==> src/vmem_pkg.sv <==
package vmem_pkg;

  // Element width encoding, shared by the config block and the datapath
  typedef enum logic [1:0] {
    EEW8  = 2'd0,
    EEW16 = 2'd1,
    EEW32 = 2'd2
  } eew_t;

  // One operation from execute, two element lanes
  typedef struct packed {
    logic        valid;
    logic        load;
    logic        store;
    logic [31:0] addr0;     // ALU result of lane 0 for ALU ops
    logic [31:0] addr1;     // ALU result of lane 1 for ALU ops
    logic [31:0] sdata0;
    logic [31:0] sdata1;
    logic [4:0]  elem_idx;  // Element index of lane 0
    logic [4:0]  vd;
    logic [4:0]  woffset;
    logic [1:0]  wen;       // One bit per lane
    logic [2:0]  rob_idx;
    logic        rd_wen;
    logic [4:0]  rd_sel;
    logic [31:0] rd_data;
  } mem_req_t;

  // Data memory request port
  typedef struct packed {
    logic        ren;
    logic        wen;
    logic [31:0] addr;      // Always word aligned
    logic [31:0] wdata;
    logic [3:0]  byte_ena;
  } mem_port_t;

  // Lane status, sequencer to stage
  typedef struct packed {
    logic [1:0] active;
    logic [1:0] exception;
    logic       arrived0;
    logic       arrived1;
    logic       done;
  } lane_stat_t;

  typedef struct packed {
    logic        ready;
    logic [2:0]  rob_idx;
    logic [4:0]  vd;
    logic [4:0]  woffset;
    logic [1:0]  wen;
    logic        exception;
    logic [63:0] wdata;     // Lane 1 in upper half
  } rob_result_t;

  // Scalar pass-through
  typedef struct packed {
    logic        rd_wen;
    logic [4:0]  rd_sel;
    logic [31:0] rd_data;
  } scalar_wb_t;

endpackage

==> src/vmem_cfg.sv <==
`timescale 1ns/1ps

module vmem_cfg
  import vmem_pkg::*;
#(
  parameter int VL_MAX = 32
) (
  input  logic       CLK,
  input  logic       nRST,
  input  logic       cfg_wen,
  input  eew_t       cfg_eew,
  input  logic [5:0] cfg_vl,
  output eew_t       eew,
  output logic [5:0] vl
);

  localparam logic [5:0] VL_CAP = 6'(VL_MAX);

  logic [5:0] vl_clamped;

  // Anything past the largest legal length is cut back
  assign vl_clamped = (cfg_vl > VL_CAP) ? VL_CAP : cfg_vl;

  always_ff @(posedge CLK, negedge nRST) begin
    if (!nRST) begin
      eew <= EEW32;             // Word elements out of reset
      vl  <= VL_CAP;
    end else if (cfg_wen) begin
      eew <= cfg_eew;
      vl  <= vl_clamped;
    end
  end

endmodule

==> config.mk <==
export PLATFORM = sky130hd
export DESIGN_NAME = vmem_cfg
export DESIGN_NICKNAME = d
export VERILOG_FILES = /design/src/vmem_pkg.sv /design/src/vmem_cfg.sv
export SDC_FILE = /design/constraint.sdc
export NUM_CORES = 1
export LEC_CHECK = 0
export ABC_CLOCK_PERIOD_IN_PS = 800
export BUFFER_PORTS_ARGS = -buffer_cell sky130_fd_sc_hd__buf_2
export CORE_AREA = 4 4 41 43
export CTS_BUF_LIST = sky130_fd_sc_hd__clkbuf_16
export CTS_CLUSTER_SIZE = 40
export DETAILED_ROUTE_END_ITERATION = 8
export DIE_AREA = 0 0 45 47
export PLACE_DENSITY_LB_ADDON = 0.12
export SYNTH_ARGS = -nofsm -noshare
export SYNTH_HDL_FRONTEND = slang
export SYNTH_SLANG_ARGS = --single-unit
==> constraint.sdc <==
create_clock -name CLK -period 0.8 [get_ports CLK]
set_input_delay 0.12 -clock CLK [delete_from_list [all_inputs] [get_ports CLK]]
set_output_delay 0.12 -clock CLK [all_outputs]
set_load 0.02 [all_outputs]
; After elaboration in Yosys (flattened, before gate mapping)
; Cells that the tools add are included.
[op_classes]
magnitude_cmp = 1
muxes = 1
[op_table]
columns = op, n
row1 = $gt 6x6->1 const B, 1
row2 = $mux 6, 1
[totals]
register_bits = 8
wordCells = 4
output_inout_bits = 8

; Logic depth before layout (Yosys ltp)
[logic_depth]
word_depth = 2
ltp_mapped = 3
depth_no_buf = 2

; Least setup slack after synthesis
; Ideal clock, no wire load.
[synth_timing]
path_type = register to register
startpoint = reg, netlist name eew[0]
endpoint = reg eew[0]
t_arrival_ns = 0.701
path_stages_with_launch = 2
slack_ns = -0.026
setup_ns = 0.125
t_required_ns = 0.675
path_buffers = 0
cell_sequence = dfrtp_1 mux2_2
[synth_rtl]
columns = item, line_no
row1 = end signal: assignment, vmem_cfg.sv:29  ; eew <= cfg_eew;
row2 = end: declaration, vmem_cfg.sv:13  ; output eew_t eew,

; Worst setup path in the final report
[layout_timing]
startpoint = reg eew[1]
endpoint = out eew[1]
; No word-level cell between the ends.

==> metrics <==
status=finished with violations; failing checks=negative setup slack; source of the worst hold timing path=cfg_eew[0]; routability-driven placement congestion ratio=0.682; Rel. slew slack=87.2%; number of remaining DRC errors=0; Synth area leaders=dfrtp_1, dfstp_2, nand3b_1; # IOs=19; CTS clk-pin slew, worst paths=0.04 ns; number of library cell types mapped by synthesis=7; total power=1.57 mW; Async SR Flop Fraction=100%; min Tclk post-route=1.01 ns; vias in the first global route=318; first-pass GRT wire length=1.42 mm; hold crit path type=in -> reg; flop2flop setup slack=-0.12 ns; routed vias=287; VDD IR max=0.00181 V; GRT overflow=0; Initial DRC Count=1; Synth Warn #=0; Worst Max-Slew Pin Slew=0.192 ns; Yosys top cell area share=45.6%; FF-to-FF End=vl[5]; initial core utilization=25.3%; sequential element share of the synthesized area=61.6%; router iterations before antenna repair=2; hold-critical path depth=2; initial antenna violation count=0; hpwl dp=645 um; Synth Flop Type=dfrtp_1; leakage power=0.296 nW; total power per unit cell area=2590 nW/um^2; synthesized area=329 um^2; count leader, synth=dfrtp_1; RSZ-0062 raised after global routing=true; clk_lat worst skew=0.23 ns; Via-to-Cell Ratio=4.22; port bufs=18; syn nets=38; GRT Total Usage=10.1%; Max Fclk=0.995 GHz; Slowest-stage cell, CP=dfstp_2; final period utilization=126%; reg2reg path depth=3; Max-cap violations=0; Synth Register Bits=8; Post-synth EDFFs=0; Final Max Slew Viols=0; Final TNS setup=-0.924 ns; Die Ht=47 um; Synth top cells by count=dfrtp_1, inv_1, nand3b_1, o21ai_0, mux2_2; ANT nets after route=0; Finished Core Util=46.4%; Sink Count=8; largest net degree at the start of global routing=11; layout cells sized above 1=58.5%; site row count=13; Worst Hold Endpoint=eew[0]; Reg2Reg Launch Point=vl[5]; Die W=45 um; Layout Nets=65; CTS buffer count=3; clk root buf=clkbuf_16; Crit path max-delay family=flip-flops; final count of hold timing violations=0; CTS tree=yes; Setup-failing EPs final=9; Critical Path End Type=primary output; CP Buf/Inv Count=1; area of the core=1300 um^2; overall die area=2120 um^2; startpoint types=register; CP cell instances=buf_6; Worst EP required=0.68 ns; Area Growth Syn to Fin=83.7%; max incr delay on CP=0.54 ns; worst clock skew=0 ns; Syn Inst Count=27; H-tree depth=1; final worst slack=-0.205 ns; critical path fanouts, max=2; dominant cell type by area after synthesis=dfrtp_1; CP arrival=0.89 ns; routed len/inst=12.9 um; Crit Path Class=reg -> out; CTS max path bufs=2; Post-Syn Area per Cell=12.2 um^2; Diodes inserted=0; Total Routed Length=876 um
## flip-flops by register name (all words and copies together), names as in the netlist
signal,flops
eew,2
vl,6
## power by group
group          switching [mW]  leakage, nW  internal, mW
clock network           0.195       0.0423         0.651
logic                   0.108        0.157         0.138
registers              0.0251       0.0967         0.451
total                   0.328        0.296          1.24
## routing by layer
metal / track usage (%) / share of wire, % / routed length (um)
met1: 11.0 / 39 / 344
met2: 16.4 / 54 / 475
met3: 4.98 / 6.5 / 57
met4: 5.26 / 0 / 0
met5: 0 / 0 / 0
## what timing repair did
item / in CTS / in global routing
hold buffers: 1 / 0
resized for setup: 16 / 3
buffers inserted: 2 / 1
hold endpoints to repair: 8 / 0
endpoints found under the setup margin: 8 / 10
## worst max-delay path by stage
stage / from / end / slack, ns / depth (start not counted)
2_1_floorplan: eew[0] / eew[0] / -0.01 / 1
3_3_place_gp: vl[5] / vl[5] / 0.02 / 1
3_5_place_dp: vl[5] / vl[5] / 0.02 / 1
4_1_cts: eew[1] / eew[1] / -0.19 / 1
5_1_grt: eew[1] / eew[1] / -0.21 / 1
6_report: eew[1] / eew[1] / -0.21 / 1
## cell families after synthesis
| family | Yosys count | share of synthesized area (%) |
|---|---|---|
| AOI/OAI and AO/OA | 5 | 7.60 |
| muxes | 3 | 10.3 |
| DFF | 8 | 61.6 |
| and+or+nand+nor | 5 | 11.4 |
| buffers and inverters | 6 | 9.13 |
## through the flow
step / cells / cell area [um^2] / setup slack (ns) / hold slack [ns]
after floorplan: 27 / 330 / -0.0133 / -0.176
after global placement: 60 / 435 / 0.0248 / -0.0337
after detailed placement: 60 / 435 / 0.0167 / -0.0244
after CTS: 67 / 589 / -0.192 / 0.123
after global routing: 68 / 604 / -0.207 / 0.135
final: 68 / 604 / -0.205 / 0.123
## cell type report
type	instances	area, um^2
Tap cell	15	18.8
Multi-Input combinational cell	13	100
Clock buffer	3	75.1
Timing Repair Buffer	23	184
Inverter	5	18.8
Fill cell	124	697
Clock inverter	1	3.75
Sequential cell	8	204
## cells in the final DEF (no fill, tap or decap), types with 2 or more instances in the layout
master | netlist | layout
buf_6 | 1 | 9
dfstp_2 | 2 | 2
buf_2 | 0 | 10
inv_1 | 5 | 6
mux2_2 | 3 | 2
o21ai_0 | 5 | 4
dfrtp_1 | 6 | 5
clkbuf_16 | 0 | 3
nand3b_1 | 5 | 5
buf_4 | 0 | 3
Power figures use the tool's default switching activity.
