## config.mk

```make
export PLATFORM = sky130hd
export DESIGN_NAME = vmem_stage
export DESIGN_NICKNAME = d
export VERILOG_FILES = /design/src/vmem_pkg.sv /design/src/vmem_stage.sv
export SDC_FILE = /design/constraint.sdc
export NUM_CORES = 1
export LEC_CHECK = 0
export ABC_AREA = 1
export BUFFER_PORTS_ARGS = -buffer_cell sky130_fd_sc_hd__clkbuf_2
export CAP_MARGIN = 20
export CORE_AREA = 2 2 137 139
export DETAILED_ROUTE_END_ITERATION = 16
export DIE_AREA = 0 0 139 141
export HOLD_SLACK_MARGIN = 0.05
export PLACE_DENSITY = 0.81
export SYNTH_ARGS = -nofsm -noshare
export SYNTH_HDL_FRONTEND = slang
export SYNTH_SLANG_ARGS = --single-unit
```

## constraint.sdc

```tcl
create_clock -name CLK -period 1.85 [get_ports CLK]
set_input_delay 0.2775 -clock CLK [delete_from_list [all_inputs] [get_ports CLK]]
set_output_delay 0.2775 -clock CLK [all_outputs]
set_load 0.01 [all_outputs]
```

## src/vmem_pkg.sv

```systemverilog
package vmem_pkg;

  // Element width encoding, shared by the config block and the datapath
  typedef enum logic [1:0] {
    EEW8  = 2'd0,
    EEW16 = 2'd1,
    EEW32 = 2'd2
  } eew_t;

  // One operation from execute, two element lanes
  typedef struct packed {
    logic        valid;
    logic        load;
    logic        store;
    logic [31:0] addr0;     // ALU result of lane 0 for ALU ops
    logic [31:0] addr1;     // ALU result of lane 1 for ALU ops
    logic [31:0] sdata0;
    logic [31:0] sdata1;
    logic [4:0]  elem_idx;  // Element index of lane 0
    logic [4:0]  vd;
    logic [4:0]  woffset;
    logic [1:0]  wen;       // One bit per lane
    logic [2:0]  rob_idx;
    logic        rd_wen;
    logic [4:0]  rd_sel;
    logic [31:0] rd_data;
  } mem_req_t;

  // Data memory request port
  typedef struct packed {
    logic        ren;
    logic        wen;
    logic [31:0] addr;      // Always word aligned
    logic [31:0] wdata;
    logic [3:0]  byte_ena;
  } mem_port_t;

  // Lane status, sequencer to stage
  typedef struct packed {
    logic [1:0] active;
    logic [1:0] exception;
    logic       arrived0;
    logic       arrived1;
    logic       done;
  } lane_stat_t;

  typedef struct packed {
    logic        ready;
    logic [2:0]  rob_idx;
    logic [4:0]  vd;
    logic [4:0]  woffset;
    logic [1:0]  wen;
    logic        exception;
    logic [63:0] wdata;     // Lane 1 in upper half
  } rob_result_t;

  // Scalar pass-through
  typedef struct packed {
    logic        rd_wen;
    logic [4:0]  rd_sel;
    logic [31:0] rd_data;
  } scalar_wb_t;

endpackage

```

## src/vmem_stage.sv

```systemverilog
`timescale 1ns/1ps

module vmem_stage
  import vmem_pkg::*;
(
  input  logic        CLK,
  input  logic        nRST,
  input  mem_req_t    req,
  input  eew_t        eew,
  input  logic [31:0] rdata,
  input  lane_stat_t  stat,
  input  logic        stall,
  input  logic        flush,
  output rob_result_t rob_out,
  output scalar_wb_t  wb_out
);

  logic [31:0] data0, data1;     // Load buffer
  logic [31:0] load0, load1;     // Aligned load elements
  logic [31:0] wdat0, wdat1;
  logic [1:0]  load_ok;
  logic        is_alu;
  logic        complete;
  rob_result_t next_rob;
  scalar_wb_t  next_wb;

  // Move the element down to bit 0 and zero-extend
  function automatic logic [31:0] align_load(logic [31:0] word, logic [1:0] off, eew_t w);
    logic [31:0] shifted;
    shifted = word >> {off, 3'b000};
    case (w)
      EEW8:    return {24'd0, shifted[7:0]};
      EEW16:   return {16'd0, shifted[15:0]};
      default: return shifted;
    endcase
  endfunction

  always_ff @(posedge CLK) begin
    if (stat.arrived0) data0 <= rdata;
    if (stat.arrived1) data1 <= rdata;
  end

  assign load0 = align_load(data0, req.addr0[1:0], eew);
  assign load1 = align_load(data1, req.addr1[1:0], eew);

  assign is_alu   = req.valid & ~req.load & ~req.store;
  assign complete = is_alu | stat.done;
  assign load_ok  = stat.active & ~stat.exception;  // Lanes that really read

  always_comb begin
    wdat0 = '0;  // Stores report no data
    wdat1 = '0;
    if (is_alu) begin
      wdat0 = req.addr0;
      wdat1 = req.addr1;
    end else if (req.load) begin
      wdat0 = load_ok[0] ? load0 : '0;
      wdat1 = load_ok[1] ? load1 : '0;
    end
  end

  always_comb begin
    next_rob = '0;
    next_wb  = '0;
    if (complete) begin
      next_rob.ready     = 1'b1;
      next_rob.rob_idx   = req.rob_idx;
      next_rob.vd        = req.vd;
      next_rob.woffset   = req.woffset;
      next_rob.exception = |stat.exception;
      next_rob.wdata     = {wdat1, wdat0};
      if (is_alu)        next_rob.wen = req.wen;
      else if (req.load) next_rob.wen = load_ok;
      next_wb.rd_wen  = req.rd_wen;
      next_wb.rd_sel  = req.rd_sel;
      next_wb.rd_data = req.rd_data;
    end
  end

  // Result register, flush wins over stall
  always_ff @(posedge CLK, negedge nRST) begin
    if (!nRST) begin
      rob_out <= '0;
      wb_out  <= '0;
    end else if (flush) begin
      rob_out <= '0;
      wb_out  <= '0;
    end else if (!stall) begin
      rob_out <= next_rob;  // Bubble when nothing finishes
      wb_out  <= next_wb;
    end
  end

endmodule

```

# Yosys cells after proc, flatten, opt, wreduce, memory -nomap -nowiden
# Index checks and enable logic that the tools add are counted.
# op_classes
n_eq_ne	2
shifts	2
reduce_logical	2
bitwise	7
mux	16
# op_table
op	n
$mux W81	3
$mux W32	6
$pmux W32 S2	2
$mux W38	3
$shr A32 B5 Y32	2
$mux W2	2
$and A1 B1 Y1	2
$and A2 B2 Y2	1
$eq A2 B1 Y1 const B	1
$logic_not A2 Y1	1
$ne A2 B1 Y1 const B	1
$not A1 Y1	2
$not A2 Y2	1
$reduce_or A2 Y1	1
$or A1 B1 Y1	1
# totals
out_inout_bits	119
register_bits	183
elab_cells	41
in_bits	234

# Logic depth before layout (Yosys ltp)
# Gate-level depths: netlist of run 1.
# logic_depth
depth_word	8
depth_mapped	9
ltp_nobuf	8

# Least setup slack after synthesis of run 1
# No wires, ideal clock.
# synth_path
path_type	input -> register
start	in req[155] in the netlist's numbering
end	reg rob_out[10] in the netlist's numbering
setup_time_ns	0.116
stages	8
slack_ns	0.679
n_path_buf	2
arrival_ns	1.055
required_ns	1.734
path_cell_list	buf_2 inv_1 buf_2 nand3_1 nand3_1 nand2_1 nand2_1 nand2_1
# synth_between
elab_chain_cells	8
# synth_rtl
element	line_no	source
start, declared	vmem_stage.sv:8	input mem_req_t req,
$shr A32 B5 Y32	vmem_stage.sv:30	shifted = word >> {off, 3'b000};
$pmux W32 S2	vmem_stage.sv:31	case (w)
$mux W32	vmem_stage.sv:57	wdat0 = load_ok[0] ? load0 : '0;
$mux W32	vmem_stage.sv:56	end else if (req.load) begin
$mux W32	vmem_stage.sv:53	if (is_alu) begin
$mux W81	vmem_stage.sv:65	if (complete) begin
$mux W81	vmem_stage.sv:88	end else if (!stall) begin
$mux W81	vmem_stage.sv:85	end else if (flush) begin
end signal, assigned	vmem_stage.sv:89	rob_out <= next_rob;
end, declared	vmem_stage.sv:14	output rob_result_t rob_out,
# Every way passes these cells. The select of a mux whose other input is x is not followed.
# A chain may end at the register's enable or synchronous reset.

# Worst setup path after layout of run 1
# layout_path
start	reg rob_out[28] in the netlist's numbering
end	out rob_out[28] in the netlist's numbering
# No word-level cell between the ends.

==> flow_metrics.tcl, run 1 <==
set metrics [dict create \
    num_rows 50 \
    initial_utilization_pct 44.8 \
    rsz0062_at_grt "false" \
    drive_above_1_share_pct 26.1 \
    dieArea_mm2 0.0196 \
    root_buffer "clkbuf_16" \
    fin_crit_sh_pct 68.7 \
    dr_wl_met2_um 12800 \
    layout-area-overhead-vs-synth_pct 36.7 \
    post_cts_buffers 0 \
    die_h_um 141 \
    cp-start-kind "flop" \
    critPathTopFamily "flip-flops" \
    hpwl_um 18200 \
    peakVddDrop_v 0.000681 \
    drt-total-wl_um 25800 \
    crit_type "flop to primary output" \
    crit_required_ns 1.57 \
    cp-end-kind "primary output" \
    highest_layer "met4" \
    final_area_mm2 0.0112 \
    gp_congestion 0.942 \
    hold_violations 0 \
    cts_buffers 17 \
    nets 1570 \
    finClkSkew_ns 0.00830 \
    min_from "rdata[15]" \
    crit_start "rob_out[28]$_DFFE_PN0P_" \
    grt_first_pass_wirelength_um 40000 \
    grt_max_degree 76 \
    multi_input_area_mm2 0.00299 \
    final.setup.tns_ns 0 \
    crit_path_max_incr_delay_ns 0.38 \
    postCtsHoldBufs 59 \
    power.total_w 0.00916 \
    synth.distinct_cells 17 \
    whs_ns 0.0629 \
    synthCells 994 \
    drt_first_iter_violations 687 \
    io_pins 353 \
    core-area_mm2 0.0183 \
    tritoncts "done" \
    drc 0 \
    antenna_found_initial 0 \
    status "finished clean" \
    synth.ff_latch_count 183 \
    yosys_warnings 0 \
    arrival_ns 0.99 \
    p_per_area_mw_per_mm2 818 \
    regArea_mm2 0.00490 \
    slew_headroom_pct 66.4 \
    ant_nets 0 \
    clock_sinks 183 \
    place.port_buffers 283 \
    vias 7962 \
    synth_fp_nets 1228 \
    crit-reg2reg-launch "data0[16]$_DFFE_PP_" \
    p_leak_nw 6.21 \
    clk_pin_slew_ns 0.07 \
    dpl_cell_area_mm2 0.0100 \
    h-tree-depth 4 \
    tightest_slew_ns 0.503 \
    avgViaCountPerCell 5.03 \
    nFillCells 1527 \
    diodes 0 \
    yosysSeqAreaShare_pct 59.8 \
    fin_crit_ns 1.27 \
    syn_avg_cell_area_um2 8.24 \
    cap_violations 0 \
    clk_latency_ns 0.44 \
    grtUsageTotal_pct 26.3 \
    synth_area_mm2 0.00819 \
    wl_met1_um 10200 \
    grt_pass1_vias 7676 \
    min_path_type "input pin to flop" \
    critical_path.cell_chain "clkbuf_2" \
    drt-pass1-iter-count 6 \
    clk_path_buf_depth 2 \
    avgRoutedWirePerCell_um 16.3 \
    cp_max_fo 2 \
    overflow 0 \
    setup_viol 0 \
    cp_num_buf_inv 1 \
    wl_met3_um 2020 \
    fmax_mhz 787 \
    slowest_stage "dfrtp_1" \
    cts-resized-gates 0 \
    finalMaxSlewViolations 0 \
    dieWidth_um 139 \
]
==> cells in the mapped netlist <==
library cell  count  area [µm²]
nand2_1         631        2370
dfrtp_1         119        2980
nand3_1          88         440
edfxtp_1         64        1920
buf_2            24         120
o21ai_0          13        65.1
buf_4            12        90.1
clkbuf_1         12        45.0
inv_1            10        37.5
nor2_1            7        26.3
o21ai_1           4        20.0
nor2_4            3        33.8
buf_1             2        7.51
inv_2             2        7.51
a21boi_2          1        11.3
buf_6             1        11.3
nand2_2           1        6.26
==> per-stage QoR <==
stage	utilization [%]	instances	setup slack (ns)
floorplan	-	994	0.679
global placement	54.8	1490	0.389
detailed placement	54.8	1490	0.354
CTS	61.2	1581	0.552
global route	61.3	1583	0.537
finish	61.3	1583	0.579
==> placed cells by master (no fill, tap or decap), types with 3 or more instances in the layout <==
| cell | instances |
|---|---|
| inv_8 | 3 |
| dlygate4sd3_1 | 61 |
| clkbuf_16 | 17 |
| inv_6 | 4 |
| nor2_1 | 6 |
| dfrtp_1 | 119 |
| nand2_1 | 631 |
| nand3_1 | 88 |
| buf_4 | 19 |
| o21ai_0 | 13 |
| edfxtp_1 | 64 |
| clkbuf_2 | 282 |
| buf_12 | 12 |
| nor2_4 | 4 |
| inv_1 | 10 |
| o21ai_1 | 4 |
==> worst register-to-register path: cells and delay by family (launching register included) <==
kind / cells / cell delay (ns)
DFF: 1 / 0.42
and+or+nand+nor: 6 / 0.56
==> power breakdown <==
part	switching (W)	total (W)	leakage, nW	internal [W]
sequential	0.000103	0.00450	2.26	0.00440
combinational	0.000640	0.00110	3.68	0.000456
clock	0.00166	0.00356	0.274	0.00190
total	0.00241	0.00916	6.21	0.00675
==> worst paths after layout <==
| kind | slack, ns | endpoint | cells after the start |
|---|---|---|---|
| worst min register to register | 0.48 | rob_out[65]$_DFFE_PN0P_ | 2 |
| worst min-delay path | 0.06 | data1[15]$_DFFE_PP_ | 1 |
| worst max register to register | 0.77 | rob_out[0]$_DFFE_PN0P_ | 6 |
| max in group asynchronous | 0.94 | rob_out[21]$_DFFE_PN0P_ | 3 |
| min in group asynchronous | 0.35 | wb_out[4]$_DFFE_PN0P_ | 2 |
| worst max-delay path | 0.58 | rob_out[28] | 1 |
==> cells by family after synthesis <==
| logic type | count (synthesis) | share of synthesized area [%] |
|---|---|---|
| and+or+nand+nor | 730 | 35.1 |
| DFF | 183 | 59.8 |
| AOI/OAI and AO/OA | 18 | 1.18 |
| buffers and inverters | 63 | 3.90 |
==> final cells by class <==
type,count,area share [%]
Inverter,12,0.402
Tap cell,234,2.61
Sequential cell,183,43.7
Multi-Input combinational cell,748,26.7
Timing Repair Buffer,374,21.5
Clock buffer,18,3.83
Clock inverter,14,1.26
==> metal layers <==
layer | vias up | GRT usage, %
met2 | 366 | 44.0
met5 | - | 0
met1 | 3733 | 33.5
met3 | 55 | 6.45
met4 | 0 | 9.68
li1 | 3808 | -
==> flip-flops by register name, indices dropped and copies added, names as in the netlist <==
name and count:
wb_out 38, rob_out 81, data0 32, data1 32
Note: power is estimated with default switching activity, not from simulation.
==> run 2, diff against run 1 <==
Settings changed: ABC_AREA 1 to 0, CORE_AREA 2 2 137 139 to not set, CORE_MARGIN set to 2, CORE_UTILIZATION set to 43, DIE_AREA 0 0 139 141 to not set.
Clock period 1.85 ns to 1.05 ns, I/O delays scaled along.
==> run 2 against run 1 <==
The run now ends with setup timing left. First-iteration DRC count fell by 14%. Combinational power rose to 2.8 times the previous value. Area after synthesis shrank 5.3%. Critical endpoint is now rob_out[52]$_DFFE_PN0P_. Largest power group unchanged.
==> flow_metrics.tcl, run 2 <==
set metrics [dict create \
    status "complete, but fails checks" \
    violations "setup timing" \
    clk_pin_slew_ns 0.09 \
    top_regs "rob_out: 81 flops, wb_out: 38 flops" \
    yosysSeqAreaShare_pct 63.2 \
    async_flop_share_pct 65.0 \
    synth_top_cell_by_area "dfrtp_1" \
    peakVddDrop_v 0.00173 \
    crit_path_max_incr_delay_ns 0.48 \
    dieArea_mm2 0.0191 \
    fmax_mhz 818 \
    die_h_um 138 \
    met2_usage_pct 54.7 \
    synthMuxAreaShare_pct 5.05 \
    pwr-share-clk_pct 39.2 \
    slowest_stage "edfxtp_1" \
    nets 1397 \
    crit_required_ns 1.38 \
    synth_area_leaders "dfrtp_1, edfxtp_1, a32oi_1" \
    finClkSkew_ns 0.0173 \
    antenna_found_initial 0 \
    h-tree-depth 4 \
    synth_fp_nets 829 \
    cap_violations 0 \
    grtUsageTotal_pct 31.1 \
    min_path_type "input pin to flop" \
    p_leak_nw 6.45 \
    arrival_ns 1.55 \
    met1_usage_pct 36.1 \
    cts_buffers 17 \
    grt_first_pass_wirelength_um 46000 \
    avgViaCountPerCell 5.80 \
    ant_nets 0 \
    sequentialPowerShare_pct 43.9 \
    p_per_area_mw_per_mm2 1340 \
    gp_congestion 0.959 \
    synthCells 595 \
    power_switching_w 0.00538 \
    finalMaxSlewViolations 0 \
    netSwitchingFraction_pct 29.5 \
    netlist.area_leader.share_pct 38.4 \
    synth.distinct_cells 33 \
    cp-start-kind "flop" \
    post-place-ws_ns -0.385 \
    synth.ff_latch_count 183 \
    dieWidth_um 138 \
    fin_crit_sh_pct 116 \
    io_pins 353 \
    grt_pass1_vias 8083 \
    final_cell_mix "clkbuf_2, buf_4, dlygate4sd3_1" \
    drt_first_iter_violations 594 \
    final_util_pct 76.4 \
    hpwl_um 18200 \
    power_frac_comb_pct 17.0 \
    mostFrequentLayoutCell "clkbuf_2" \
    clk_path_buf_depth 2 \
    worst_slack_ns -0.173 \
    setup_viol 167 \
    vias 8148 \
    synth_compound_area_share_pct 21.5 \
    overflow 0 \
    cp_max_fo 2 \
    nFillCells 979 \
    synth_area_mm2 0.00776 \
    cp-end-kind "flop" \
    p_int_w 0.0128 \
    tightest_slew_ns 0.675 \
    rsz0062_at_grt "true" \
    synth-simple-area-share_pct 6.73 \
    largest-register "rob_out" \
    layout-area-overhead-vs-synth_pct 75.8 \
    drt-total-wl_um 32600 \
    clk_latency_ns 0.45 \
    root_buffer "clkbuf_16" \
    syn_avg_cell_area_um2 13.0 \
    place.port_buffers 283 \
    crit_type "flop to flop" \
    ys_top_cells_by_count "dfrtp_1, edfxtp_1, a32oi_1" \
    core-area_mm2 0.0178 \
    slew_headroom_pct 55.0 \
    num_rows 49 \
    synth_flop_cell "dfrtp_1" \
    critical_path.cell_chain "mux2_4, a32oi_1, o21ai_1" \
    largest_register_ffs 81 \
    synth_edf_count 64 \
    placed_cells 1124 \
    drive_above_1_share_pct 51.7 \
    busiest_layer "met2" \
    synth-xor-area-share_pct 0 \
    final.setup.tns_ns -13.36 \
    fin_crit_ns 1.22 \
    grt_util_met3_pct 7.72 \
    synth_top_family_by_area "compound AO/OA/AOI/OAI gates" \
    finalNonFillerCells 1405 \
    drt-pass1-iter-count 5 \
    synth_fa_ha_area_share_pct 0 \
    initial_utilization_pct 43.5 \
    avgRoutedWirePerCell_um 23.2 \
    tritoncts "done" \
    grt_max_degree 61 \
    drc 0 \
    clock_sinks 183 \
    synthMostInstantiatedCell "dfrtp_1" \
    hold_violations 0 \
    yosys_warnings 0 \
    diodes 0 \
]
## run 2: cell count changes after synthesis, moves of 15 or more
| cell | before | now |
|---|---|---|
| nand2_1 | 631 | 40 |
| nand3_1 | 88 | 0 |
| a22o_1 | 0 | 51 |
| o21ai_0 | 13 | 48 |
| mux2_2 | 0 | 33 |
| nor2b_1 | 0 | 27 |
| a22oi_1 | 0 | 26 |
| clkbuf_1 | 12 | 27 |
| a32oi_1 | 0 | 56 |
## run 2: path summary, 6_finish.rpt
path                                         start                      end  slack [ns]  cells after the start
max                            data1[20]$_DFFE_PP_  rob_out[52]$_DFFE_PN0P_       -0.17                      3
min                                       req[147]  rob_out[57]$_DFFE_PN0P_        0.09                      3
max reg2reg                    data1[20]$_DFFE_PP_  rob_out[52]$_DFFE_PN0P_       -0.17                      3
min reg2reg                rob_out[19]$_DFFE_PN0P_  rob_out[19]$_DFFE_PN0P_        0.50                      2
max in group asynchronous                     nRST   rob_out[0]$_DFFE_PN0P_        0.42                      3
min in group asynchronous                     nRST  rob_out[37]$_DFFE_PN0P_        0.13                      2
## run 2: critical path, delay by kind of cell, from the launching register on
kind / cells / cell delay (ns)
multiplexers: 1 / 0.34
AO/OA/AOI/OAI: 2 / 0.28
flip-flops: 1 / 0.48
## run 2: what timing repair did
action | CTS | global route
endpoints found under the setup margin | 168 | 179
resized for setup | 109 | 97
hold endpoints to repair | 295 | 0
pin swaps | 22 | 29
buffers inserted | 56 | 56
hold buffers | 145 | 0
## run 2: final cells by class
class / instances / area (µm²) / area share (%)
well taps: 229 / 287 / 2.10
repair buffers: 606 / 4570 / 33.5
inverters: 2 / 8.76 / 0.0642
multi-input cells: 353 / 3210 / 23.5
flip-flops and latches: 183 / 4900 / 35.9
clock buffers: 17 / 425 / 3.12
clock inverters: 15 / 231 / 1.70
## run 2: stage by stage
stage                     cell area [µm²]  total power, W  hold WS (ns)
after floorplan                      7910         0.00888        -0.138
after global routing                13600          0.0187        0.0807
final                               13600          0.0182        0.0919
after detailed placement            10000          0.0100        0.0625
after CTS                           12900          0.0177        0.0788
after global placement              10000         0.00997        0.0585
## run 2: cells by family (layout without fill, tap and decap cells)
kind of cell,count (synthesis),after routing
and+or+nand+nor,97,97
buffers and inverters,59,640
DFF,183,183
muxes,35,35
AOI/OAI and AO/OA,221,221
## run 2: layer usage
metal | routed length, µm | part of all wire, %
met1 | 11900 | 36
met4 | 1580 | 4.8
met3 | 2560 | 7.9
met5 | 0 | 0
met2 | 16600 | 51
## run 2: power by group through the flow
| stage | registers (W) | logic, W | clock network, W |
|---|---|---|---|
| final | 0.00799 | 0.00309 | 0.00714 |
| after global routing | 0.00802 | 0.00324 | 0.00746 |
| after CTS | 0.00794 | 0.00268 | 0.00710 |
| after detailed placement | 0.00809 | 0.00192 | 0 |
| after global placement | 0.00808 | 0.00189 | 0 |
| after floorplan | 0.00809 | 0.000794 | 0 |
