`src/vmem_pkg.sv`:
```
package vmem_pkg;

  // Element width encoding, shared by the config block and the datapath
  typedef enum logic [1:0] {
    EEW8  = 2'd0,
    EEW16 = 2'd1,
    EEW32 = 2'd2
  } eew_t;

  // One operation from execute, two element lanes
  typedef struct packed {
    logic        valid;
    logic        load;
    logic        store;
    logic [31:0] addr0;     // ALU result of lane 0 for ALU ops
    logic [31:0] addr1;     // ALU result of lane 1 for ALU ops
    logic [31:0] sdata0;
    logic [31:0] sdata1;
    logic [4:0]  elem_idx;  // Element index of lane 0
    logic [4:0]  vd;
    logic [4:0]  woffset;
    logic [1:0]  wen;       // One bit per lane
    logic [2:0]  rob_idx;
    logic        rd_wen;
    logic [4:0]  rd_sel;
    logic [31:0] rd_data;
  } mem_req_t;

  // Data memory request port
  typedef struct packed {
    logic        ren;
    logic        wen;
    logic [31:0] addr;      // Always word aligned
    logic [31:0] wdata;
    logic [3:0]  byte_ena;
  } mem_port_t;

  // Lane status, sequencer to stage
  typedef struct packed {
    logic [1:0] active;
    logic [1:0] exception;
    logic       arrived0;
    logic       arrived1;
    logic       done;
  } lane_stat_t;

  typedef struct packed {
    logic        ready;
    logic [2:0]  rob_idx;
    logic [4:0]  vd;
    logic [4:0]  woffset;
    logic [1:0]  wen;
    logic        exception;
    logic [63:0] wdata;     // Lane 1 in upper half
  } rob_result_t;

  // Scalar pass-through
  typedef struct packed {
    logic        rd_wen;
    logic [4:0]  rd_sel;
    logic [31:0] rd_data;
  } scalar_wb_t;

endpackage

```
`src/vmem_lane_sched.sv`:
```
`timescale 1ns/1ps

module vmem_lane_sched
  import vmem_pkg::*;
(
  input  logic       CLK,
  input  logic       nRST,
  input  mem_req_t   req,
  input  eew_t       eew,
  input  logic [5:0] vl,
  input  logic       dhit,
  input  logic       stall,
  input  logic       flush,
  output mem_port_t  mem_port,
  output lane_stat_t stat,
  output logic       busy
);

  // Lane 0 request is issued straight from IDLE
  typedef enum logic [2:0] {
    IDLE,
    WAIT0,
    REQ1,
    WAIT1,
    DONE
  } state_t;

  state_t      state, next_state;
  logic        mem_op;
  logic [1:0]  active;
  logic [1:0]  misalign;
  logic [1:0]  go;            // Active and aligned, will touch memory
  logic        issue0, issue1;
  logic [31:0] lane_addr;
  logic [31:0] lane_sdata;
  logic [1:0]  off;

  function automatic logic misaligned(eew_t w, logic [1:0] a);
    case (w)
      EEW8:    return 1'b0;
      EEW16:   return a[0];
      default: return |a;
    endcase
  endfunction

  function automatic logic [3:0] byte_mask(eew_t w, logic [1:0] a);
    case (w)
      EEW8:    return 4'b0001 << a;
      EEW16:   return 4'b0011 << a;
      default: return 4'b1111;
    endcase
  endfunction

  assign mem_op = req.valid & (req.load | req.store);

  // Masked off by wen or by the vector length
  assign active[0] = mem_op & req.wen[0] & ({1'b0, req.elem_idx} < vl);
  assign active[1] = mem_op & req.wen[1] & ({1'b0, req.elem_idx} + 6'd1 < vl);

  assign misalign[0] = misaligned(eew, req.addr0[1:0]);
  assign misalign[1] = misaligned(eew, req.addr1[1:0]);
  assign go          = active & ~misalign;

  always_comb begin
    next_state = state;
    case (state)
      IDLE: begin
        if (mem_op) begin
          if (go[0])      next_state = WAIT0;
          else if (go[1]) next_state = REQ1;
          else            next_state = DONE;  // Nothing to access
        end
      end
      WAIT0:   if (dhit) next_state = go[1] ? REQ1 : DONE;
      REQ1:    next_state = WAIT1;
      WAIT1:   if (dhit) next_state = DONE;
      DONE:    if (!stall) next_state = IDLE;
      default: next_state = IDLE;
    endcase
    if (flush) next_state = IDLE;
  end

  always_ff @(posedge CLK, negedge nRST) begin
    if (!nRST) begin
      state <= IDLE;
    end else begin
      state <= next_state;
    end
  end

  assign issue0 = (state == IDLE) & mem_op & go[0] & ~flush;
  assign issue1 = (state == REQ1) & ~flush;

  // Lane select for the port
  assign lane_addr  = issue1 ? req.addr1 : req.addr0;
  assign lane_sdata = issue1 ? req.sdata1 : req.sdata0;
  assign off        = lane_addr[1:0];

  assign mem_port.ren      = (issue0 | issue1) & req.load;
  assign mem_port.wen      = (issue0 | issue1) & req.store;
  assign mem_port.addr     = {lane_addr[31:2], 2'b00};
  assign mem_port.wdata    = lane_sdata << {off, 3'b000};
  assign mem_port.byte_ena = byte_mask(eew, off);

  assign stat.active    = active;
  assign stat.exception = active & misalign;
  assign stat.arrived0  = (state == WAIT0) & dhit & req.load;
  assign stat.arrived1  = (state == WAIT1) & dhit & req.load;
  assign stat.done      = (state == DONE);

  // Drops in the cycle the result gets latched
  assign busy = ((state == IDLE) & mem_op) | (state == WAIT0) | (state == REQ1) |
                (state == WAIT1) | ((state == DONE) & stall);

endmodule

```
`config.mk`:
```
export PLATFORM = sky130hd
export DESIGN_NAME = vmem_lane_sched
export DESIGN_NICKNAME = d
export VERILOG_FILES = /design/src/vmem_pkg.sv /design/src/vmem_lane_sched.sv
export SDC_FILE = /design/constraint.sdc
export NUM_CORES = 1
export LEC_CHECK = 0
export ABC_AREA = 1
export BUFFER_PORTS_ARGS = -buffer_cell sky130_fd_sc_hd__buf_4
export CORE_AREA = 10 10 101 103
export CTS_CLUSTER_DIAMETER = 30
export DETAILED_ROUTE_END_ITERATION = 10
export DIE_AREA = 0 0 111 113
export GPL_ROUTABILITY_DRIVEN = 0
export GPL_TIMING_DRIVEN = 0
export PLACE_DENSITY = 0.76
export SYNTH_ARGS = -nofsm -noshare
export SYNTH_HDL_FRONTEND = slang
export SYNTH_SLANG_ARGS = --single-unit
export TNS_END_PERCENT = 50
```
`constraint.sdc`:
```
create_clock -name CLK -period 2.6 [get_ports CLK]
set_input_delay 0.13 -clock CLK [delete_from_list [all_inputs] [get_ports CLK]]
set_output_delay 0.13 -clock CLK [all_outputs]
set_load 0.02 [all_outputs]
```
Word level (Yosys, flattened, before mapping):

Index checks and enable logic that the tools add are counted.

* flip-flop bits (word level): 3
* input bits: 202
* output and inout port bits: 78
* word-level logic and storage cells: 60

* add/subtract/negate cells: 1
* order comparisons: 2
* equal/unequal tests: 9
* shift-type cells: 3
* muxes and demuxes: 13
* bitwise operators: 26
* reductions and logical operators: 5

Operators by type and width (number)
* $mux W32: 2
* $shl A32 B5 Y32: 1
* $mux W3: 7
* $and A1 B1 Y1: 16
* $pmux W3 S5: 1
* $ne A3 B3 Y1 const B: 4
* $pmux W4 S2: 1
* $add A5 B1 Y6 const B: 1
* $eq A3 B2 Y1 const B: 2
* $lt A5 B6 Y1: 1
* $lt A6 B6 Y1: 1
* $or A1 B1 Y1: 6
* $and A2 B2 Y2: 2
* $pmux W1 S2: 2
* $reduce_and A4 Y1: 1
* $reduce_or A2 Y1: 2
* $shl A1 B2 Y4 const A: 1
* $shl A2 B2 Y4 const A: 1
* $eq A3 B1 Y1 const B: 1
* $eq A3 B3 Y1 const B: 1
* $logic_not A3 Y1: 1
* $eq A2 B1 Y1 const B: 1
* $logic_not A2 Y1: 1
* $not A2 Y2: 1
* $not A1 Y1: 1

Longest topological paths before layout:

Gate-level depths: netlist of run 1.

* depth in word-level cells: 10
* gate-level depth with buffers: 14
* gate-level depth less buffers: 14

Worst setup path before layout of run 1:

No wires, ideal clock.

* path kind: register to output
* start: register state[0]
* end: output port mem_port[1] (netlist bit)
* arrival time: 1802 ps
* data required time: 2470 ps
* path slack: 668 ps
* cell stages (with the launch flop): 9
* buffers on the path: 1
* path through: dfrtp_1 nor2_8 nand3_4 nand2_1 o21ai_4 inv_2 buf_2 nor2_1 o21ai_0

RTL lines
* start: declaration: RTL line vmem_lane_sched.sv:28 `state_t state, next_state;`
* start signal: assignment: RTL line vmem_lane_sched.sv:87 `state <= next_state;`
* end: declaration: RTL line vmem_lane_sched.sv:14 `output mem_port_t mem_port,`

==> results of run 1 <==
## worst min-delay path, delay by kind of cell
family,cells,cell delay (ns)
buffers and inverters,1,0.08
AND/OR/NAND/NOR,2,0.12
## layer usage
layer  vias up  track usage, %  share of wire [%]  routed length [um]
met3         6            4.97                8.9                1070
li1       1676               -                  -                   -
met2       181            32.2                 51                6050
met1      1463            19.6                 40                4740
met5         -               0                  0                   0
met4         0            2.60               0.65                  78
## worst paths after layout
path	from	to	slack (ns)
max	state[0]	mem_port[34]	0.15
min	stall	state[2]	0.16
max reg2reg	state[2]	state[0]	1.11
min reg2reg	state[2]	state[1]	0.66
max in group asynchronous	nRST	state[2]	2.27
min in group asynchronous	nRST	state[1]	0.24
## area by class of cell
type	instances	area, um^2	share of cell area [%]
multi-input combinational	289	1630	41.7
timing repair buffer	227	1710	43.6
clock buffer	4	45.0	1.15
buffer	20	100	2.56
sequential	3	75.1	1.92
tap	105	131	3.36
inverter	59	221	5.66
## power by group
| group | internal [uW] | switching [uW] |
|---|---|---|
| Sequential | 52.6 | 10.0 |
| Combinational | 362 | 400 |
| Clock | 104 | 30.0 |
## synth_stat cells
| library cell | count |
|---|---|
| nand2_1 | 92 |
| inv_1 | 57 |
| o21ai_0 | 43 |
| nor2_1 | 41 |
| mux2_2 | 30 |
| nand3_1 | 23 |
| buf_2 | 11 |
| o21ai_1 | 11 |
| ha_1 | 10 |
| nand4_1 | 9 |
| clkbuf_1 | 6 |
| o22ai_1 | 6 |
| a21oi_1 | 5 |
| o211ai_1 | 4 |
| buf_4 | 3 |
| dfrtp_1 | 3 |
| xor2_1 | 3 |
| inv_2 | 2 |
| nor3_1 | 2 |
| nor4_1 | 2 |
| and3b_1 | 1 |
| conb_1 | 1 |
| nand2_2 | 1 |
| nand3_4 | 1 |
| nor2_8 | 1 |
| o21ai_2 | 1 |
| o21ai_4 | 1 |
## logic make-up (layout without fill, tap and decap cells)
family / count (synthesis) / in the layout
multiplexers: 30 / 30
flip-flops: 3 / 3
adder cells (fa/ha/maj): 10 / 10
XOR/XNOR: 3 / 3
AND/OR/NAND/NOR: 173 / 173
AO/OA/AOI/OAI: 71 / 71
other: 1 / 2
buffers and inverters: 79 / 310
## stage by stage
step	util, %	area, um^2	setup WS, ns	hold WS [ns]
2_1_floorplan	-	2030	0.668	-0.166
3_3_place_gp	47.4	3850	0.352	-0.0818
3_5_place_dp	47.4	3850	0.297	-0.0807
4_1_cts	48.1	3910	0.0542	0.160
5_1_grt	48.1	3910	-0.000891	0.178
6_report	48.1	3910	0.145	0.162
## what timing repair did
item / 4_1_cts / 5_1_grt
gates resized for setup: 0 / 4
endpoints found under the setup margin: 0 / 4
hold endpoints to repair: 3 / 0
hold buffers: 1 / 0
==> impl_summary.log, run 1 <==
INFO  metric outcome = finished, final reports clean
INFO  metric number_of_fill_cells = 800
INFO  metric synth_top_family_by_area = simple AND/OR/NAND/NOR gates
INFO  metric period_minus_slack = ~2.5 ns
INFO  metric drc = 0
INFO  metric synth_compound_gate_area_share = roughly a fifth
INFO  metric rsz0062_at_grt = true
INFO  metric die_w = 111 um
INFO  metric post-synth-top-area-cell = nand2_1
INFO  metric start_util = roughly a quarter
INFO  metric worst_pin_slew = around 0.51 ns
INFO  metric antenna-diode-count = 0
INFO  metric postRouteWirelength = about 12,000 um
INFO  metric io_pins = 280
INFO  metric crit_family = buffers and inverters
INFO  metric grt_first_pass_wirelength = between 15,000 and 20,000 um
INFO  metric timing.reg2reg.worst_path_depth = 6
INFO  metric clkSinkCount = 3
INFO  metric drt_pre_antenna_iters = 5
INFO  metric routed_wire_length_per_instance = 16.9 um
INFO  metric final_layout_size_suffix_gt1_share = 46.5%
INFO  metric post_synth_mux_area_share = roughly 17%
INFO  metric first_global_vias = 3,397
INFO  metric path_max_fanout = 10
INFO  metric clock_tree.buffer_depth = 2
INFO  metric fin_tns_setup = 0 ns
INFO  metric groute.usage.overall = 17.4%
INFO  metric syn-cell-area = roughly 2000 um^2
INFO  metric initial_antenna_violation_count = 0
INFO  metric drt.antenna.violating_nets = 0
INFO  metric finalSetupViolations = 0
INFO  metric post_layout_nonfiller_instances = between 700 and 800
INFO  metric critical_path.max_stage_delay = between 0.4 and 0.5 ns
INFO  metric vias_per_cell = roughly 4.7
INFO  metric port_buffers = ~230
INFO  metric max-slew-margin-rel = about 65%
INFO  metric insertion_delay = about 0.22 ns
INFO  metric netlist_instances = 370
INFO  metric post_synth_and_or_nand_nor_area_fraction = 36.9%
INFO  metric cts_inserted_buffers = 3
INFO  metric ys_ff_latch = 3
INFO  metric max_cap_viol_count = 0
INFO  metric post_synth_num_cell_types = 27
INFO  metric post_synth_fa_ha_maj_area_fraction = under 10%
INFO  metric synth_largest_type_area_fraction = 17.1%
INFO  metric fmax = a little over 400 MHz
INFO  metric grt-ovfl-total = 0
INFO  metric yosysSeqAreaShare = between 3 and 4%
INFO  metric largest_register_ff_count = 3
INFO  metric areaGrowthSynthToFinish = 93.3%
INFO  metric dp_cell_count = about 700
INFO  metric finalMaxSlewViolations = 0
INFO  metric post_cts_buffers = 0
INFO  metric finalClockSkew = 0.00372 ns
INFO  metric ranking_of_synthesized_cells_by_area = nand2_1, mux2_2, o21ai_0
INFO  metric worst_hold_path_type = in -> reg
INFO  metric crit_slowest_cell = dfrtp_1
INFO  metric cts_tree = yes
INFO  metric regMostFlops = state
INFO  metric largest_registers = state x3
INFO  metric path_cells = nor2_8 -> nand3_4 -> o21ai_2 -> clkbuf_1 -> o21ai_0 -> buf_4
INFO  metric final.period_utilization = 94.4%
INFO  metric worstPathArrival = roughly 2.3 ns
INFO  metric hold_viol = 0
INFO  metric syn_avg_cell_area = 5.47 um^2
INFO  metric synthXorXnorAreaFrac = 1.30%
INFO  metric min_delay_path_depth = 3
INFO  metric crit_path_end_kind = primary output
INFO  metric cts_max_level = 1
INFO  metric totalPowerFinal = approximately 960 uW
INFO  metric detailroute.via_count = 3,326
INFO  metric die_area = roughly 13,000 um^2
INFO  metric fp-row-count = 33
INFO  metric setup.worst_path.start_class = flop
INFO  metric clock_pin_transition_on_the_worst_setup_and_hold_timing_paths = around 0.03 ns
INFO  metric coreArea = 8130 um^2
INFO  metric drt-initial-drc-count = about 210
INFO  metric critical_path_buf_inv_count = 2
INFO  metric grt_max_degree = 11
INFO  metric crit_type = reg -> out
INFO  metric die_height = around 110 um
INFO  metric layout.cells.most_common_list = buf_4, nand2_1, inv_1
INFO  metric req_time_crit_path = about 2.5 ns
INFO  metric layout_commonest_cell = buf_4
INFO  metric clockRootBuffer = clkbuf_8
INFO  metric synth_warnings = 0
INFO  metric ir_worst_vdd = about 0.20 mV
INFO  metric cellPowerDensity = approximately 250 nW/um^2
INFO  metric hpwl_after_detailed_placement = approximately 11,000 um
INFO  metric leakagePower = around 0.0023 uW
INFO  metric crit_cells = 6
INFO  metric finalNetCount = ~820
Note: power is estimated with default switching activity, not from simulation.
==> run 2: changes to the inputs <==
GPL_TIMING_DRIVEN = 1   (was 0)
==> impl_summary.log, run 2 (synthesis results as in run 1) <==
INFO  metric seq_area = between 70 and 80 um^2
INFO  metric grt-ovfl-total = 0
INFO  metric die_w = about 110 um
INFO  metric ir_worst_vdd = about 0.25 mV
INFO  metric post_route_standard_cell_area_excluding_fillers = 3890 um^2
INFO  metric detailroute.via_count = 3,281
INFO  metric number_of_fill_cells = between 800 and 900
INFO  metric routed_wire_length_per_instance = 16.4 um
INFO  metric worstPathArrival = between 2 and 2.5 ns
INFO  metric req_time_crit_path = about 2.5 ns
INFO  metric dpl-instance-area = ~3800 um^2
INFO  metric die_area = 12,500 um^2
INFO  metric max-slew-margin-rel = 63.8%
INFO  metric hpwl_after_detailed_placement = around 10,000 um
INFO  metric final_layout_size_suffix_gt1_share = between 40% and 50%
INFO  metric start_util = ~25%
INFO  metric grt_max_degree = 38
INFO  metric die_height = 113 um
INFO  metric min_delay_path_depth = 3
INFO  metric hold_viol = 0
INFO  metric cts_inserted_buffers = 3
INFO  metric finalSetupViolations = 0
INFO  metric insertion_delay = between 0.2 and 0.25 ns
INFO  metric clock_tree.buffer_depth = 2
INFO  metric fin_util = 47.8%
INFO  metric postLayoutSetupSlackWorst = between 0.1 and 0.15 ns
INFO  metric io_pins = 280
INFO  metric finalNetCount = slightly above 800
INFO  metric fp-row-count = 33
INFO  metric dp_slack = 0.205 ns
INFO  metric crit_slowest_cell = dfrtp_1
INFO  metric regMostFlops = state
INFO  metric outcome = finished, final reports clean
INFO  metric clkSinkCount = 3
INFO  metric timing.hold.ws = 0.163 ns
INFO  metric crit_path_end_kind = primary output
INFO  metric cts_max_level = 1
INFO  metric first_global_vias = between 3,000 and 4,000
INFO  metric setup.worst_path.start_class = flop
INFO  metric largest_registers = state x3
INFO  metric drt.antenna.violating_nets = 0
INFO  metric drc = 0
INFO  metric max_cap_viol_count = 0
INFO  metric antenna-diode-count = 0
INFO  metric coreArea = ~8000 um^2
INFO  metric clock_pin_transition_on_the_worst_setup_and_hold_timing_paths = about 0.03 ns
INFO  metric fmax = 408 MHz
INFO  metric drt_pre_antenna_iters = 4
INFO  metric multi_input_comb_area = around 1600 um^2
INFO  metric leakagePower = between 0.002 and 0.0025 uW
INFO  metric vias_per_cell = 4.71
INFO  metric path_cells = nor2_8 -> nand3_4 -> nand2_1 -> o21ai_4 -> inv_2 -> o21ai_1 -> o21ai_0 -> buf_4
INFO  metric crit_type = reg -> out
INFO  metric worst_pin_slew = between 0.5 and 0.6 ns
INFO  metric cts_tree = yes
INFO  metric port_buffers = 226
INFO  metric worst_hold_path_type = in -> reg
INFO  metric timing.reg2reg.worst_path_depth = 7
INFO  metric layout_commonest_cell = buf_4
INFO  metric finalClockSkew = between 0.0008 and 0.0009 ns
INFO  metric final.period_utilization = a little over nine tenths
INFO  metric finalMaxSlewViolations = 0
INFO  metric largest_register_ff_count = 3
INFO  metric cellPowerDensity = ~250 nW/um^2
INFO  metric critical_path.max_stage_delay = around 0.48 ns
INFO  metric areaGrowthSynthToFinish = 92.1%
INFO  metric postRouteWirelength = around 11,000 um
INFO  metric rsz0062_at_grt = true
INFO  metric layout.cells.most_common_list = buf_4, nand2_1, inv_1
INFO  metric path_max_fanout = 25
INFO  metric clockRootBuffer = clkbuf_8
INFO  metric groute.usage.overall = approximately 16%
INFO  metric initial_antenna_violation_count = 0
INFO  metric grt_first_pass_wirelength = 17,400 um
INFO  metric period_minus_slack = ~2.5 ns
INFO  metric drt-initial-drc-count = between 150 and 200
[run 2: per-layer routing]
metal	GRT usage (%)	vias to the layer above	wire length, um
li1	-	1650	-
met1	17.7	1450	4410
met2	31.4	169	5840
met3	5.76	12	1070
met4	1.56	0	122
met5	0	-	0
[run 2: what timing repair did]
action	4_1_cts	5_1_grt
buffers inserted	1	0
pin swaps	1	0
endpoints found under the hold margin	3	0
hold buffers	1	0
gates resized for setup	0	6
setup endpoints to repair	8	13
[run 2: worst max-delay path, delay by kind of cell, from the launching register on]
kind | cells | cell delay, ns
buffers and inverters | 2 | 0.51
AOI/OAI and AO/OA | 3 | 0.45
DFF | 1 | 0.48
and+or+nand+nor | 3 | 0.67
[run 2: path summary, 6_finish.rpt]
path	start	endpoint	slack, ns
setup / recovery	state[0]	mem_port[34]	0.15
hold / removal	stall	state[2]	0.16
setup reg to reg	state[2]	state[2]	1.01
hold reg to reg	state[2]	state[1]	0.68
max in group asynchronous	nRST	state[2]	2.24
min in group asynchronous	nRST	state[0]	0.27
[run 2: power breakdown]
group	internal (uW)	switching, uW
clock network	104	26.9
registers	52.6	10.0
logic	364	395
total	521	432
[run 2: cell type report]
class	count	share of cell area, %
clock buffers	4	1.16
inverters	59	5.70
multi-input cells	289	42.0
flip-flops and latches	3	1.93
well taps	105	3.38
repair buffers	237	45.8
[run 2: metrics by stage]
stage                     instances  setup TNS (ns)  power (uW)
after floorplan                 371               0         431
after global placement          691               0         806
after detailed placement        691               0         821
after CTS                       697               0         961
after global routing            697         -0.0215        1030
final                           697               0         953
==> run 3: changes to the inputs <==
ABC_AREA = default   (was 1)
CORE_AREA = 10 10 100 102   (was 10 10 101 103)
DIE_AREA = 0 0 110 112   (was 0 0 111 113)
GPL_ROUTABILITY_DRIVEN = default   (was 0)
PLACE_DENSITY = 0.8   (was 0.76)
==> impl_summary.log, run 3 <==
INFO  metric share_comb_of_total_power = 78.9%
INFO  metric vias_per_cell = ~5
INFO  metric antenna-diode-count = 0
INFO  metric die_area = about 12,000 um^2
INFO  metric synth_largest_type_area_fraction = between 20% and 30%
INFO  metric r2r_slack = roughly 1.3 ns
INFO  metric worstPathArrival = 2.29 ns
INFO  metric synth_edf_count = 0
INFO  metric drt.antenna.violating_nets = 0
INFO  metric seq_area = 75.1 um^2
INFO  metric cts_inserted_buffers = 3
INFO  metric cts_max_level = 1
INFO  metric finalClockSkew = roughly 0.0016 ns
INFO  metric p_clk_share = 15.3%
INFO  metric ir_worst_vdd = between 0.1 and 0.15 mV
INFO  metric drc = 0
INFO  metric areaGrowthSynthToFinish = 81.1%
INFO  metric start_util = between 20% and 30%
INFO  metric req_time_crit_path = 2.47 ns
INFO  metric final_layout_size_suffix_gt1_share = a little under half
INFO  metric layout.cells.most_common_list = buf_4, nand2_1, mux2i_1
INFO  metric leakagePower = between 0.002 and 0.0025 uW
INFO  metric gp_congestion = approximately 0.86
INFO  metric period_minus_slack = approximately 2.4 ns
INFO  metric timing.reg2reg.worst_path_depth = 3
INFO  metric fp-row-count = 33
INFO  metric ys_top_cells_by_count = nand2_1, mux2i_1, nor2_1, o21ai_0, mux2_2
INFO  metric drt_pre_antenna_iters = 5
INFO  metric finalSetupViolations = 0
INFO  metric clkSinkCount = 3
INFO  metric path_max_fanout = 13
INFO  metric yosysMostFrequentCell = nand2_1
INFO  metric worst_hold_path.endpoint = state[0]
INFO  metric layout_commonest_cell = buf_4
INFO  metric hold_viol = 0
INFO  metric min-delay-start = flush
INFO  metric r2r-end = state[1]
INFO  metric netlist_instances = approximately 370
INFO  metric syn-cell-area = approximately 2200 um^2
INFO  metric outcome = finished, final reports clean
INFO  metric post-synth-top-area-cell = nand2_1
INFO  metric number_of_fill_cells = between 700 and 800
INFO  metric max-slew-margin-rel = 65.1%
INFO  metric multi_input_comb_area = 2000 um^2
INFO  metric r2r-start = state[0]
INFO  metric power.share.sequential = around 5.8%
INFO  metric grt-ovfl-total = 0
INFO  metric groute.usage.overall = 18.6%
INFO  metric clock_tree.buffer_depth = 2
INFO  metric yosys_most_used_dff = dfrtp_1
INFO  metric routed_wire_length_per_instance = 17.6 um
INFO  metric fin_tns_setup = 0 ns
INFO  metric coreArea = just over 8000 um^2
INFO  metric hpwl_after_detailed_placement = 10,200 um
INFO  metric cts_tree = yes
INFO  metric post_route_standard_cell_area_excluding_fillers = about 4000 um^2
INFO  metric initial_antenna_violation_count = 0
INFO  metric worst_pin_slew = around 0.52 ns
INFO  metric final.period_utilization = between 90% and 100%
INFO  metric switching_share = around 43%
INFO  metric synth_warnings = 0
INFO  metric yosysSeqAreaShare = around 3.4%
INFO  metric min_delay_path_depth = 2
INFO  metric timing.hold.ws = around 0.13 ns
INFO  metric rsz0062_at_grt = false
INFO  metric clockRootBuffer = clkbuf_8
INFO  metric regMostFlops = state
INFO  metric worst_hold_path_type = in -> reg
INFO  metric port_buffers = 226
INFO  metric drt-initial-drc-count = roughly 130
INFO  metric async_flop_share = 100%
INFO  metric finalNetCount = roughly 800
INFO  metric largest_registers = state x3
INFO  metric ranking_of_synthesized_cells_by_area = nand2_1, mux2i_1, mux2_2
INFO  metric postRouteWirelength = between 10,000 and 15,000 um
INFO  metric post_cts_buffers = 0
INFO  metric finalMaxSlewViolations = 0
INFO  metric switching_power = roughly 390 uW
INFO  metric clock_pin_transition_on_the_worst_setup_and_hold_timing_paths = approximately 0.03 ns
INFO  metric grt_max_degree = 48
INFO  metric die_w = approximately 110 um
INFO  metric crit_path_end_kind = primary output
INFO  metric die_height = between 100 and 150 um
INFO  metric first_global_vias = 3,707
INFO  metric ys_ff_latch = 3
INFO  metric setup.worst_path.start_class = flop
INFO  metric cellInternalPower = between 500 and 600 uW
INFO  metric max_cap_viol_count = 0
INFO  metric largest_register_ff_count = 3
INFO  metric insertion_delay = ~0.22 ns
INFO  metric dpl-instance-area = around 4000 um^2
INFO  metric syn_avg_cell_area = 5.97 um^2
INFO  metric detailroute.via_count = ~3,400
INFO  metric io_pins = 280
INFO  metric post_synth_num_cell_types = 42
INFO  metric crit_type = reg -> out
INFO  metric fmax = ~410 MHz
INFO  metric cellPowerDensity = roughly 220 nW/um^2
INFO  metric grt_first_pass_wirelength = approximately 19,000 um
[run 3: kinds of logic (layout without fill, tap and decap cells)]
| group | Yosys count | count (layout) | synth area share [%] |
|---|---|---|---|
| compound gates | 66 | 66 | 18.5 |
| xor+xnor | 3 | 3 | 1.18 |
| fa+ha+maj | 10 | 10 | 5.60 |
| buf+inv | 38 | 248 | 7.84 |
| flops | 3 | 3 | 3.36 |
| mux | 58 | 58 | 27.7 |
| other cells | 1 | 2 | 0.168 |
| simple gates | 195 | 195 | 35.7 |
[run 3: layer usage]
layer / share of wire (%) / global-route usage [%] / vias up
li1: - / - / 1691
met1: 33 / 18.7 / 1517
met2: 51 / 33.6 / 179
met3: 13 / 8.13 / 24
met4: 2.6 / 4.95 / 0
met5: 0 / 0 / -
[run 3: stage by stage]
step / setup slack (ns) / utilization [%] / power [uW] / std cells
after floorplan: 0.453 / - / 399 / 375
after global placement: 0.411 / 49.6 / 759 / 685
after detailed placement: 0.299 / 49.6 / 773 / 685
after CTS: 0.164 / 50.3 / 916 / 690
after global routing: 0.0685 / 50.3 / 981 / 690
final: 0.182 / 50.3 / 910 / 690
[run 3: timing repair]
item | 4_1_cts | 5_1_grt
hold buffers | 1 | 0
resized for setup | 0 | 0
endpoints found under the hold margin | 3 | 0
endpoints found under the setup margin | 0 | 0
[run 3: how the worst max path moves through the flow]
stage / from / to / slack, ns / depth (start not counted)
2_1_floorplan: state[2] / mem_port[20] / 0.45 / 6
3_3_place_gp: state[0] / mem_port[8] / 0.41 / 5
3_5_place_dp: req[53] / state[1] / 0.30 / 10
4_1_cts: state[0] / mem_port[8] / 0.16 / 5
5_1_grt: state[0] / mem_port[22] / 0.07 / 5
6_report: state[0] / mem_port[8] / 0.18 / 5
[run 3: final cells by class]
| cell class | count | share of cell area (%) |
|---|---|---|
| clock buffer | 4 | 1.11 |
| inverter | 10 | 0.928 |
| multi-input combinational | 334 | 49.4 |
| sequential | 3 | 1.86 |
| tap | 105 | 3.25 |
| timing repair buffer | 234 | 43.5 |
[run 3: power by group through the flow]
stage	Combinational (uW)	Clock (uW)	Sequential, uW
after floorplan	346	0	52.6
after global placement	706	0	53.4
after detailed placement	720	0	53.7
after CTS	724	139	53.1
after global routing	785	143	54.0
final	718	139	53.2
[run 3: critical path, stage by stage (launching register included)]
cell	delay [ns]
dfrtp_1	0.44
or4b_4	0.62
mux2_4	0.43
nand2b_4	0.26
a21oi_2	0.16
buf_4	0.16
